## src/hdl/dispatch_pkg.sv

```systemverilog
// Constants and payload types shared by every block of the two-wide vector dispatch stage
package dispatch_pkg;

    localparam int NUM_DP_UOP   = 2;
    localparam int NUM_VRF_PORT = 4;
    localparam int ROB_DEPTH    = 8;
    localparam int ROB_IDX_W    = 3;
    localparam int VREG_IDX_W   = 5;
    localparam int VLEN         = 32;
    // Source operands per uop, in the order vs1, vs2, vs3
    localparam int NUM_SRC      = 3;

    typedef logic [VREG_IDX_W-1:0]           vreg_idx_t;
    typedef logic [VLEN-1:0]                 vdata_t;
    typedef logic [ROB_IDX_W-1:0]            rob_idx_t;
    typedef logic [$clog2(NUM_VRF_PORT)-1:0] vrf_port_t;

    typedef enum logic {
        EXE_ALU = 1'b0,
        EXE_MUL = 1'b1
    } exe_unit_e;

    // Uop as it leaves the uop queue
    typedef struct packed {
        vreg_idx_t   vs1_index;
        logic        vs1_valid;
        vreg_idx_t   vs2_index;
        logic        vs2_valid;
        vreg_idx_t   vd_index;
        logic        vs3_valid;   // vd is also read as a source
        logic        vd_valid;    // vd is written
        exe_unit_e   exe_unit;
        logic [5:0]  funct6;
        logic [7:0]  rs1_data;
    } uop_t;

    // VRF read port given to each source of one uop
    typedef struct packed {
        vrf_port_t vs1_port;
        vrf_port_t vs2_port;
        vrf_port_t vs3_port;
    } port_map_t;

    typedef struct packed {
        vdata_t vs1;
        vdata_t vs2;
        vdata_t vs3;
    } operand_set_t;

    // Payload shared by the ALU and MUL reservation stations
    typedef struct packed {
        rob_idx_t    rob_idx;
        logic [5:0]  funct6;
        vdata_t      vs1_data;
        logic        vs1_data_valid;
        vdata_t      vs2_data;
        logic        vs2_data_valid;
        vdata_t      vs3_data;
        logic        vs3_data_valid;
        logic [7:0]  rs1_data;
    } rs_uop_t;

    typedef struct packed {
        vreg_idx_t vd_index;
        logic      vd_valid;
    } rob_push_t;

endpackage
```

## src/hdl/rob_view_if.sv

```systemverilog
// ROB entry view bundle, driven by the dispatch top level and read by each operand resolver
interface rob_view_if
    import dispatch_pkg::*;
();

    logic      [ROB_DEPTH-1:0] entry_valid;
    vreg_idx_t [ROB_DEPTH-1:0] w_index;
    logic      [ROB_DEPTH-1:0] w_ready;
    vdata_t    [ROB_DEPTH-1:0] w_data;
    // Next free slot, so tail-1 holds the youngest entry
    rob_idx_t                  tail;

    modport source (
        output entry_valid, w_index, w_ready, w_data, tail
    );

    modport resolve (
        input entry_valid, w_index, w_ready, w_data, tail
    );

endinterface

```

## src/hdl/rvv_dispatch.sv

```systemverilog
// Two-wide vector dispatch top level, from the uop queue to the ALU/MUL stations and the ROB
module rvv_dispatch
    import dispatch_pkg::*;
(
    input  logic                              clk,
    input  logic                              rst,
    // Uop queue
    input  logic      [NUM_DP_UOP-1:0]        uop_valid,
    input  uop_t      [NUM_DP_UOP-1:0]        uop,
    output logic      [NUM_DP_UOP-1:0]        uop_ready,
    // Reservation stations
    output logic      [NUM_DP_UOP-1:0]        rs_valid_alu,
    input  logic      [NUM_DP_UOP-1:0]        rs_ready_alu,
    output logic      [NUM_DP_UOP-1:0]        rs_valid_mul,
    input  logic      [NUM_DP_UOP-1:0]        rs_ready_mul,
    output rs_uop_t   [NUM_DP_UOP-1:0]        rs_uop,
    // ROB push
    output logic      [NUM_DP_UOP-1:0]        rob_valid,
    input  logic      [NUM_DP_UOP-1:0]        rob_ready,
    output rob_push_t [NUM_DP_UOP-1:0]        rob_push,
    input  rob_idx_t                          rob_tail,
    // ROB entries, for RAW check and bypass
    input  logic      [ROB_DEPTH-1:0]         rob_entry_valid,
    input  vreg_idx_t [ROB_DEPTH-1:0]         rob_w_index,
    input  logic      [ROB_DEPTH-1:0]         rob_w_ready,
    input  vdata_t    [ROB_DEPTH-1:0]         rob_w_data,
    // VRF reads, data back in the same cycle
    output vreg_idx_t [NUM_VRF_PORT-1:0]      vrf_rd_index,
    input  vdata_t    [NUM_VRF_PORT-1:0]      vrf_rd_data
);

    port_map_t    [NUM_DP_UOP-1:0] port_map;
    operand_set_t [NUM_DP_UOP-1:0] operands;
    logic         [NUM_DP_UOP-1:0] raw_stall;
    logic                          struct_hazard;

    rob_view_if rob_view ();

    assign rob_view.entry_valid = rob_entry_valid;
    assign rob_view.w_index     = rob_w_index;
    assign rob_view.w_ready     = rob_w_ready;
    assign rob_view.w_data      = rob_w_data;
    assign rob_view.tail        = rob_tail;

    dispatch_vrf_port_alloc u_port_alloc (
        .uops          (uop),
        .uop_valid     (uop_valid),
        .vrf_rd_index  (vrf_rd_index),
        .port_map      (port_map),
        .struct_hazard (struct_hazard)
    );

    for (genvar s = 0; s < NUM_DP_UOP; s++) begin : g_resolve
        dispatch_operand_resolve u_resolve (
            .clk         (clk),
            .rst         (rst),
            .uop         (uop[s]),
            .port_map    (port_map[s]),
            .vrf_rd_data (vrf_rd_data),
            .rob         (rob_view),
            .operands    (operands[s]),
            .raw_stall   (raw_stall[s])
        );
    end

    dispatch_ctrl u_ctrl (
        .clk           (clk),
        .rst           (rst),
        .uops          (uop),
        .uop_valid     (uop_valid),
        .raw_stall     (raw_stall),
        .struct_hazard (struct_hazard),
        .rs_ready_alu  (rs_ready_alu),
        .rs_ready_mul  (rs_ready_mul),
        .rob_ready     (rob_ready),
        .uop_ready     (uop_ready),
        .rs_valid_alu  (rs_valid_alu),
        .rs_valid_mul  (rs_valid_mul),
        .rob_valid     (rob_valid)
    );

    // Station and ROB payloads, slot s lands at ROB tail + s
    for (genvar s = 0; s < NUM_DP_UOP; s++) begin : g_payload
        assign rs_uop[s].rob_idx        = rob_tail + rob_idx_t'(s);
        assign rs_uop[s].funct6         = uop[s].funct6;
        assign rs_uop[s].vs1_data       = operands[s].vs1;
        assign rs_uop[s].vs1_data_valid = uop[s].vs1_valid;
        assign rs_uop[s].vs2_data       = operands[s].vs2;
        assign rs_uop[s].vs2_data_valid = uop[s].vs2_valid;
        assign rs_uop[s].vs3_data       = operands[s].vs3;
        assign rs_uop[s].vs3_data_valid = uop[s].vs3_valid;
        assign rs_uop[s].rs1_data       = uop[s].rs1_data;

        assign rob_push[s].vd_index     = uop[s].vd_index;
        assign rob_push[s].vd_valid     = uop[s].vd_valid;
    end

endmodule

```

## src/hdl/dispatch_ctrl.sv

```systemverilog
// In-order issue decision for the two dispatch slots and the valid/ready handshakes
module dispatch_ctrl
    import dispatch_pkg::*;
(
    input  logic                   clk,
    input  logic                   rst,
    input  uop_t [NUM_DP_UOP-1:0]  uops,
    input  logic [NUM_DP_UOP-1:0]  uop_valid,
    input  logic [NUM_DP_UOP-1:0]  raw_stall,
    input  logic                   struct_hazard,
    input  logic [NUM_DP_UOP-1:0]  rs_ready_alu,
    input  logic [NUM_DP_UOP-1:0]  rs_ready_mul,
    input  logic [NUM_DP_UOP-1:0]  rob_ready,
    output logic [NUM_DP_UOP-1:0]  uop_ready,
    output logic [NUM_DP_UOP-1:0]  rs_valid_alu,
    output logic [NUM_DP_UOP-1:0]  rs_valid_mul,
    output logic [NUM_DP_UOP-1:0]  rob_valid
);

    logic [NUM_DP_UOP-1:0] to_mul;
    logic [NUM_DP_UOP-1:0] slot_ok;
    logic [NUM_DP_UOP-1:0] can_issue;
    logic                  pair_raw;

    // Per-slot readiness, ignoring the other slot
    always_comb begin
        for (int s = 0; s < NUM_DP_UOP; s++) begin
            to_mul[s]  = (uops[s].exe_unit == EXE_MUL);
            slot_ok[s] = uop_valid[s] & ~raw_stall[s] & rob_ready[s]
                       & (to_mul[s] ? rs_ready_mul[s] : rs_ready_alu[s]);
        end
    end

    // uop1 reads a register that uop0 writes
    assign pair_raw = uops[0].vd_valid
                    & ((uops[1].vs1_valid & (uops[1].vs1_index == uops[0].vd_index))
                     | (uops[1].vs2_valid & (uops[1].vs2_index == uops[0].vd_index))
                     | (uops[1].vs3_valid & (uops[1].vd_index  == uops[0].vd_index)));

    assign can_issue[0] = slot_ok[0];
    assign can_issue[1] = can_issue[0] & slot_ok[1] & ~struct_hazard & ~pair_raw;

    assign uop_ready    = can_issue;
    assign rob_valid    = can_issue;
    assign rs_valid_alu = can_issue & ~to_mul;
    assign rs_valid_mul = can_issue & to_mul;

    a_in_order: assert property (
        @(posedge clk) disable iff (rst)
        uop_ready[1] |-> uop_ready[0]
    ) else $error("slot 1 issued without slot 0");

    a_one_station: assert property (
        @(posedge clk) disable iff (rst)
        (rs_valid_alu & rs_valid_mul) == '0
    ) else $error("ALU and MUL valid both high for one slot");

endmodule

```

## src/hdl/dispatch_operand_resolve.sv

```systemverilog
// Per-uop RAW check against the ROB, picking ROB bypass data or VRF data for each source
module dispatch_operand_resolve
    import dispatch_pkg::*;
(
    input  logic                          clk,
    input  logic                          rst,
    input  uop_t                          uop,
    input  port_map_t                     port_map,
    input  vdata_t    [NUM_VRF_PORT-1:0]  vrf_rd_data,
    rob_view_if.resolve                   rob,
    output operand_set_t                  operands,
    output logic                          raw_stall
);

    logic      [NUM_SRC-1:0] src_valid;
    vreg_idx_t [NUM_SRC-1:0] src_index;
    vrf_port_t [NUM_SRC-1:0] src_port;

    // Youngest matching writer per source
    logic      [NUM_SRC-1:0] src_hit;
    rob_idx_t  [NUM_SRC-1:0] src_entry;
    vdata_t    [NUM_SRC-1:0] src_data;

    // Entry just behind the tail
    rob_idx_t                youngest;

    // Element 0 is vs1, element 2 is vs3
    assign src_valid = {uop.vs3_valid, uop.vs2_valid, uop.vs1_valid};
    assign src_index = {uop.vd_index, uop.vs2_index, uop.vs1_index};
    assign src_port  = {port_map.vs3_port, port_map.vs2_port, port_map.vs1_port};

    assign youngest  = rob.tail - rob_idx_t'(1);

    always_comb begin
        rob_idx_t e;
        for (int s = 0; s < NUM_SRC; s++) begin
            src_hit[s]   = 1'b0;
            src_entry[s] = '0;
            // Walk from the oldest entry so a younger match overrides it
            for (int d = ROB_DEPTH - 1; d >= 0; d--) begin
                e = rob.tail - rob_idx_t'(d + 1);
                if (src_valid[s] && rob.entry_valid[e] && rob.w_index[e] == src_index[s]) begin
                    src_hit[s]   = 1'b1;
                    src_entry[s] = e;
                end
            end
        end
    end

    always_comb begin
        raw_stall = 1'b0;
        for (int s = 0; s < NUM_SRC; s++) begin
            if (!src_valid[s]) begin
                src_data[s] = '0;
            end else if (src_hit[s]) begin
                src_data[s] = rob.w_data[src_entry[s]];
                // Writer still in flight
                if (!rob.w_ready[src_entry[s]]) begin
                    raw_stall = 1'b1;
                end
            end else begin
                src_data[s] = vrf_rd_data[src_port[s]];
            end
        end
    end

    assign operands.vs1 = src_data[0];
    assign operands.vs2 = src_data[1];
    assign operands.vs3 = src_data[2];

    // A pending write in the youngest entry wins over any older ready copy
    for (genvar s = 0; s < NUM_SRC; s++) begin : g_chk
        a_no_unready_bypass: assert property (
            @(posedge clk) disable iff (rst)
            (src_valid[s] && rob.entry_valid[youngest] && !rob.w_ready[youngest]
             && rob.w_index[youngest] == src_index[s]) |-> raw_stall
        ) else $error("operand taken from a ROB entry that is not ready");
    end

endmodule

```

## src/hdl/dispatch_vrf_port_alloc.sv

```systemverilog
// Hands out the four VRF read ports in operand order and flags the read-port structure hazard
module dispatch_vrf_port_alloc
    import dispatch_pkg::*;
(
    input  uop_t      [NUM_DP_UOP-1:0]   uops,
    input  logic      [NUM_DP_UOP-1:0]   uop_valid,
    output vreg_idx_t [NUM_VRF_PORT-1:0] vrf_rd_index,
    output port_map_t [NUM_DP_UOP-1:0]   port_map,
    output logic                         struct_hazard
);

    localparam int NUM_OPS = NUM_DP_UOP * NUM_SRC;

    logic      [NUM_OPS-1:0] op_valid;
    vreg_idx_t [NUM_OPS-1:0] op_index;
    vrf_port_t [NUM_OPS-1:0] op_port;
    logic      [NUM_OPS-1:0] op_fits;

    // Flatten to uop0 vs1, vs2, vs3 then uop1 vs1, vs2, vs3
    always_comb begin
        for (int s = 0; s < NUM_DP_UOP; s++) begin
            op_valid[s*NUM_SRC]     = uop_valid[s] & uops[s].vs1_valid;
            op_index[s*NUM_SRC]     = uops[s].vs1_index;
            op_valid[s*NUM_SRC + 1] = uop_valid[s] & uops[s].vs2_valid;
            op_index[s*NUM_SRC + 1] = uops[s].vs2_index;
            op_valid[s*NUM_SRC + 2] = uop_valid[s] & uops[s].vs3_valid;
            op_index[s*NUM_SRC + 2] = uops[s].vd_index;
        end
    end

    always_comb begin
        int   used;
        logic clash;
        used          = 0;
        clash         = 1'b0;
        vrf_rd_index  = '0;   // idle ports read v0
        struct_hazard = 1'b0;
        for (int k = 0; k < NUM_OPS; k++) begin
            op_port[k] = vrf_port_t'(used);
            op_fits[k] = (used < NUM_VRF_PORT);
            if (op_valid[k]) begin
                if (op_fits[k]) begin
                    vrf_rd_index[op_port[k]] = op_index[k];
                end else begin
                    // uop0 never exceeds three ports, so only uop1 lands here
                    struct_hazard = 1'b1;
                end
                used++;
            end
        end
        // Port sharing between valid operands
        for (int i = 0; i < NUM_OPS; i++) begin
            for (int j = i + 1; j < NUM_OPS; j++) begin
                if (op_valid[i] && op_valid[j] && op_port[i] == op_port[j]) begin
                    clash = 1'b1;
                end
            end
        end
        a_no_shared_port: assert final (struct_hazard || !clash)
            else $error("two valid operands share a VRF read port");
    end

    always_comb begin
        for (int s = 0; s < NUM_DP_UOP; s++) begin
            port_map[s].vs1_port = op_port[s*NUM_SRC];
            port_map[s].vs2_port = op_port[s*NUM_SRC + 1];
            port_map[s].vs3_port = op_port[s*NUM_SRC + 2];
        end
    end

endmodule

```

## config.mk

```make
export PLATFORM = sky130hd
export DESIGN_NAME = rvv_dispatch
export DESIGN_NICKNAME = d
export VERILOG_FILES = /design/src/hdl/dispatch_pkg.sv /design/src/hdl/rob_view_if.sv /design/src/hdl/rvv_dispatch.sv /design/src/hdl/dispatch_ctrl.sv /design/src/hdl/dispatch_operand_resolve.sv /design/src/hdl/dispatch_vrf_port_alloc.sv
export SDC_FILE = /design/constraint.sdc
export NUM_CORES = 2
export LEC_CHECK = 0
export BUFFER_PORTS_ARGS = -buffer_cell sky130_fd_sc_hd__clkbuf_2
export CAP_MARGIN = 20
export CORE_AREA = 2 2 311 313
export DETAILED_ROUTE_END_ITERATION = 10
export DIE_AREA = 0 0 313 315
export PLACE_DENSITY = 0.52
export RECOVER_POWER = 100
export SETUP_SLACK_MARGIN = 0.5
export SKIP_LAST_GASP = 1
export SLEW_MARGIN = 20
export SYNTH_ARGS = -nofsm -noshare
export SYNTH_HDL_FRONTEND = slang
export SYNTH_SLANG_ARGS = --single-unit
```

## constraint.sdc

```tcl
create_clock -name vclk -period 9.1
set_input_delay 1.82 -clock vclk [all_inputs]
set_output_delay 1.82 -clock vclk [all_outputs]
set_load 0.01 [all_outputs]
```

# Word-level counts from Yosys, hierarchy flattened
# Cells that the tools add are included.
dict set report totals {
  input_bits 521
  word_cells 456
  output_inout_bits 272
  ff_bits 0
}
dict set report classes {
  n_bitwise 28
  n_addsub 12
  reduce_logical 101
  mux 235
  n_lt_le_gt_ge 29
  n_eq_ne 51
}
# op n
set ops {}
lappend ops {{32-bit 2-to-1 mux} 27}
lappend ops {{32-bit binary-select mux with 3-bit select} 6}
lappend ops {{32-bit binary-select mux with 2-bit select} 5}
lappend ops {{5-bit equality test} 51}
lappend ops {{20-bit 2-to-1 mux} 10}
lappend ops {{3-bit 2-to-1 mux} 48}
lappend ops {{32-bit by 4-bit less-than comparator with 1-bit output (second input constant)} 4}
lappend ops {{5-bit binary-select mux with 3-bit select} 8}
lappend ops {{1-bit logical AND} 101}
lappend ops {{20-bit bitwise mux} 5}
lappend ops {{32-bit by 2-bit adder with 32-bit output (second input constant)} 3}
lappend ops {{1-bit 2-to-1 mux} 93}
lappend ops {{5-bit 2-to-1 mux} 14}
lappend ops {{3-bit by 4-bit less-than comparator with 1-bit output (second input constant)} 14}
lappend ops {{5-bit demux with 2-bit select} 5}
lappend ops {{1-bit binary-select mux with 3-bit select} 14}
lappend ops {{1-bit AND} 19}
lappend ops {{2-bit by 3-bit less-than comparator with 1-bit output (second input constant)} 4}
lappend ops {{3-bit subtractor (second input constant)} 4}
lappend ops {{2-bit by 1-bit greater-or-equal comparator with 1-bit output (second input constant)} 4}
lappend ops {{1-bit by 3-bit less-than comparator with 1-bit output (second input constant)} 2}
lappend ops {{3-bit by 2-bit subtractor with 3-bit output (second input constant)} 2}
lappend ops {{2-bit AND} 2}
lappend ops {{1-bit NOT} 4}
lappend ops {{other kinds (6)} 7}

# Logic depth before layout (Yosys ltp)
dict set report depth {
  word_depth 31
  ltp_mapped 29
  mapped_depth_nobuf 15
}

# Modules after synthesis
# From an unflattened synthesis, not the netlist that was laid out.
dict set report unflattened {
  hier_cells 4057
  area_unflattened_um2 35584.1
}
# mod instances area_per_inst_um2 seq_area_each_um2 cells_each
set modules_own_cells {}
lappend modules_own_cells {dispatch_operand_resolve 2 16668.5 0.0 1884}
lappend modules_own_cells {dispatch_vrf_port_alloc 1 1570.3 0.0 201}
lappend modules_own_cells {rvv_dispatch 1 392.9 0.0 52}
lappend modules_own_cells {dispatch_ctrl 1 284.0 0.0 36}

# Worst setup path before layout
# No wires, ideal clock.
dict set report synth_timing {
  path_kind {input-to-output}
  start {in rob_tail[0]}
  end {out uop_ready[1]}
  t_required_ps 7280
  slack_ps -338
  path_stages 25
  t_arrival_ps 7618
  n_path_buf 10
  cell_sequence {buf_6 inv_1 buf_1 clkbuf_1 buf_1 ha_1 buf_4 buf_6 buf_6 buf_6 mux4_2 buf_2 mux2i_2 xor2_1 nand4_1 or4b_1 mux2_1 a211oi_1 and3b_1 nor2_4 a211oi_1 o31a_1 a2111oi_4 and2_1 buf_4}
}
dict set report synth_via {
  elab_chain_len 30
  word_cells_on_any_way 320
  classes_between {add/sub: 7; eq/ne: 48; mux: 158; bitwise: 11; reduce/logical: 96}
}
# element line
set synth_rtl {}
lappend synth_rtl {{from (decl)} rvv_dispatch.sv:21} ;# input rob_idx_t rob_tail,
lappend synth_rtl {{3-bit subtractor (tied with other cells)} dispatch_operand_resolve.sv:41} ;# e = rob.tail - rob_idx_t'(d + 1);
lappend synth_rtl {{5-bit binary-select mux with 3-bit select (tied with other cells)} dispatch_operand_resolve.sv:42} ;# if (src_valid[s] && rob.entry_valid[e] && rob.w_index[e] == src_index[s]) begin
lappend synth_rtl {{5-bit 2-to-1 mux (implied by the code) (tied with other cells)} dispatch_operand_resolve.sv:42}
lappend synth_rtl {{5-bit equality test or 1-bit logical AND (tied branches)} dispatch_operand_resolve.sv:42}
lappend synth_rtl {{1-bit logical AND or 3-bit 2-to-1 mux (tied branches)} dispatch_operand_resolve.sv:42}
lappend synth_rtl {{3-bit 2-to-1 mux (7 in a row)} dispatch_operand_resolve.sv:42}
lappend synth_rtl {{1-bit binary-select mux with 3-bit select} dispatch_operand_resolve.sv:58} ;# if (!rob.w_ready[src_entry[s]]) begin
lappend synth_rtl {{1-bit 2-to-1 mux (implied by the code)} dispatch_operand_resolve.sv:58}
lappend synth_rtl {{(+6 left out)} --}
lappend synth_rtl {{1-bit 2-to-1 mux} dispatch_operand_resolve.sv:58}
lappend synth_rtl {{1-bit 2-to-1 mux} dispatch_operand_resolve.sv:55} ;# end else if (src_hit[s]) begin
lappend synth_rtl {{1-bit 2-to-1 mux (*)} dispatch_operand_resolve.sv:53} ;# if (!src_valid[s]) begin
lappend synth_rtl {{1-bit NOT (*)} dispatch_ctrl.sv:29} ;# slot_ok[s] = uop_valid[s] & ~raw_stall[s] & rob_ready[s]
lappend synth_rtl {{1-bit AND (*) (2 in a row)} dispatch_ctrl.sv:29}
lappend synth_rtl {{1-bit AND (*)} dispatch_ctrl.sv:30} ;# & (to_mul[s] ? rs_ready_mul[s] : rs_ready_alu[s]);
lappend synth_rtl {{net rob_valid[0]} rvv_dispatch.sv:18} ;# output logic [NUM_DP_UOP-1:0] rob_valid,
lappend synth_rtl {{1-bit AND (*) (3 in a row)} dispatch_ctrl.sv:41} ;# assign can_issue[1] = can_issue[0] & slot_ok[1] & ~struct_hazard & ~pair_raw;
lappend synth_rtl {{to (decl)} rvv_dispatch.sv:10} ;# output logic [NUM_DP_UOP-1:0] uop_ready,
# Mark *: on every way through the listed nets, which the timed path passes. The rest lies on a longest branch. The select of a mux whose other input is x is not followed.

==> flow_metrics.tcl <==
set metrics [dict create \
    antenna_found_initial 49 \
    synth_area_sq_um 30000 \
    min_path_cells 0 \
    n_sequential_cell 0 \
    worstHoldStart "uop[12]" \
    powerDensity_nw_per_um2 99.5 \
    rows 114 \
    setup_viol 0 \
    vdd.ir_drop.worst_mv 0.0704 \
    hold-path-endpoint "rs_uop[111]" \
    wire_per_inst_um 31.0 \
    grtUsageTotal_pct 34.3 \
    postSynthCellCount 4170 \
    drc 0 \
    grtUsageMet2_pct 52.3 \
    finalCritPeriodShare_pct 97.4 \
    grt_overflow 0 \
    grt_pass1_vias 34300 \
    syn_avg_cell_area_sq_um 7.18 \
    netlist.area_leader.share_pct 22.1 \
    final_common_cell "mux2i_1" \
    fin_nets 5131 \
    firstDrtPassIters 9 \
    status "complete, but fails checks" \
    hold_ws_ps 3640 \
    slew_headroom_pct -32.5 \
    drive_above_1_share_pct 25.7 \
    worstMarginPinSlew_ps 1990 \
    multi_input_area_sq_um 28000 \
    final-seq-area_sq_um 0 \
    p_total_w 0.00354 \
    die_height_um 315 \
    drtIter0Drc 5253 \
    wirelength_um 183000 \
    synthTopCellsByArea "mux2i_1 22%, mux4_2 11%, a211oi_1 6.0%" \
    die_x_um 313 \
    dieArea_sq_um 98600 \
    crit_path_max_fanout 76 \
    busiest_layer "met2" \
    rsz0062_at_grt "true" \
    failed_checks "capacitance limit, slew limit" \
    end_kind "output pin" \
    cp_slowest_cell "clkbuf_1" \
    critical_path_class "in2out" \
    start_util_pct 31.3 \
    cts_hold_buf 0 \
    synth_seq_area_share_pct 0 \
    ys_types 101 \
    grt_pass1_wl_um 253000 \
    tns_ps 0 \
    cp_data_arrival_time_ps 7040 \
    drv_slew 106 \
    synth_fp_nets 4704 \
    port_buffers 733 \
    maxCapViolCount 5 \
    area_delta_synth_final_pct 18.8 \
    path_cells "buf_4, clkbuf_1, nand3_1, or2_0, or2_2, a21oi_4, nor2_1, mux2i_4, buf_12, a21oi_1, a31oi_1, o21ai_0, clkbuf_2" \
    core_area_sq_um 95700 \
    leakage_nw 13.9 \
    clock_buffers 0 \
    yosysTopAreaCell "mux2i_1" \
    max_freq_mhz 113 \
    place.gp.congestion 0.974 \
    worstHoldPathType "in2out" \
    grt_max_degree 103 \
    use_met3_pct 6.94 \
    cpPeakStageDelay_ps 1470 \
    vias_per_cell 6.50 \
    layout_common_cells "644 x mux2i_1, 630 x clkbuf_2, 472 x nand2_1, 259 x a21oi_1, 238 x a211oi_1" \
    vias 38400 \
    ios 793 \
    ant_nets 0 \
    required_ps 7280 \
    grt_use_met1_pct 46.4 \
    num-fill-cells 10300 \
    ys_warn_count 0 \
    final.min_clock_period_ps 8860 \
    dpl.hpwl_um 132000 \
    finalHoldViolations 0 \
    cp-start-kind "input pin" \
]
-- worst max path at each step --
stage	start	endpoint	slack [ps]	cells after the start
detailed placement	rob_tail[0]	rs_uop[18]	70	18
finish	uop[28]	rs_uop[106]	240	13
floorplan	rob_tail[1]	uop_ready[1]	430	24
CTS	rob_tail[0]	rs_uop[173]	490	19
global route	rob_tail[0]	rs_uop[210]	240	22
global placement	rob_tail[0]	rs_uop[204]	50	16
-- synthesized netlist by cell type, types with 6 or more instances --
| cell | count |
|---|---|
| mux2i_1 | 660 |
| nand2_1 | 474 |
| clkbuf_1 | 290 |
| a21oi_1 | 264 |
| a211oi_1 | 239 |
| nor2b_1 | 204 |
| nor2_1 | 174 |
| o21ai_0 | 153 |
| mux4_2 | 144 |
| xor2_1 | 141 |
| xnor2_1 | 136 |
| nand3_1 | 133 |
| o21ai_1 | 103 |
| o22ai_1 | 97 |
| buf_4 | 84 |
| a31oi_1 | 83 |
| buf_2 | 83 |
| mux2_2 | 76 |
| a32oi_1 | 67 |
| o211ai_1 | 52 |
| buf_1 | 51 |
| nor3_1 | 44 |
| nand4_1 | 36 |
| a211o_1 | 34 |
| and3_1 | 25 |
| nor4_1 | 23 |
| inv_1 | 22 |
| a22oi_1 | 18 |
| and2_1 | 18 |
| ha_1 | 13 |
| or3_1 | 11 |
| o31ai_1 | 10 |
| o2111ai_1 | 9 |
| o21a_1 | 9 |
| buf_6 | 8 |
| inv_2 | 8 |
| nor3b_1 | 8 |
| nand2b_1 | 7 |
| or2_2 | 7 |
| a221oi_1 | 6 |
| a222oi_1 | 6 |
| a22o_1 | 6 |
| or4_1 | 6 |
-- power by group --
part / switching (W) / leakage [nW] / internal, W
registers: 0 / 0 / 0
clock network: 0 / 0.000260 / 0.000000000609
logic: 0.00222 / 13.9 / 0.00132
total: 0.00222 / 13.9 / 0.00132
-- routing by layer --
| metal | up-vias | wire length, um |
|---|---|---|
| li1 | 16600 | - |
| met1 | 18600 | 75600 |
| met2 | 2661 | 80000 |
| met3 | 484 | 18600 |
| met4 | 10 | 9210 |
| met5 | - | 57 |
-- worst max-delay path: cells and delay by family --
family          cells  cell delay [ps]
buf+inv             4             2410
simple gates        4             1430
mux                 1              240
compound gates      4             1030
-- per-stage QoR --
stage	util, %	instance area, sq um	std cells	worst slack, ps
2_1_floorplan	-	30000	4170	426
3_3_place_gp	36.0	34500	5797	49.7
3_5_place_dp	36.0	34500	5797	69.6
4_1_cts	36.4	34800	5814	490
5_1_grt	37.2	35600	5907	240
6_report	37.2	35600	5912	240
-- repair_timing --
| item | CTS | global route |
|---|---|---|
| cloned | 1 | 8 |
| setup buffers | 16 | 49 |
| setup endpoints to repair | 186 | 191 |
| resized for setup | 26 | 70 |
| pin swaps | 6 | 9 |
-- cells by family (layout without fill, tap and decap cells) --
family	Yosys count	after routing	synth area share [%]
AO/OA/AOI/OAI	1236	1237	27.0
AND/OR/NAND/NOR	1204	1205	19.4
multiplexers	889	889	36.2
buffers and inverters	549	972	8.62
XOR/XNOR	279	279	8.21
adder cells (fa/ha/maj)	13	13	0.543
other	0	41	0
-- layout make-up --
type | instances | area share (%)
tap | 1276 | 4.49
multi-input combinational | 3623 | 78.7
antenna | 41 | 0.288
timing repair buffer | 942 | 16.2
inverter | 30 | 0.330
Power figures use the tool's default switching activity.
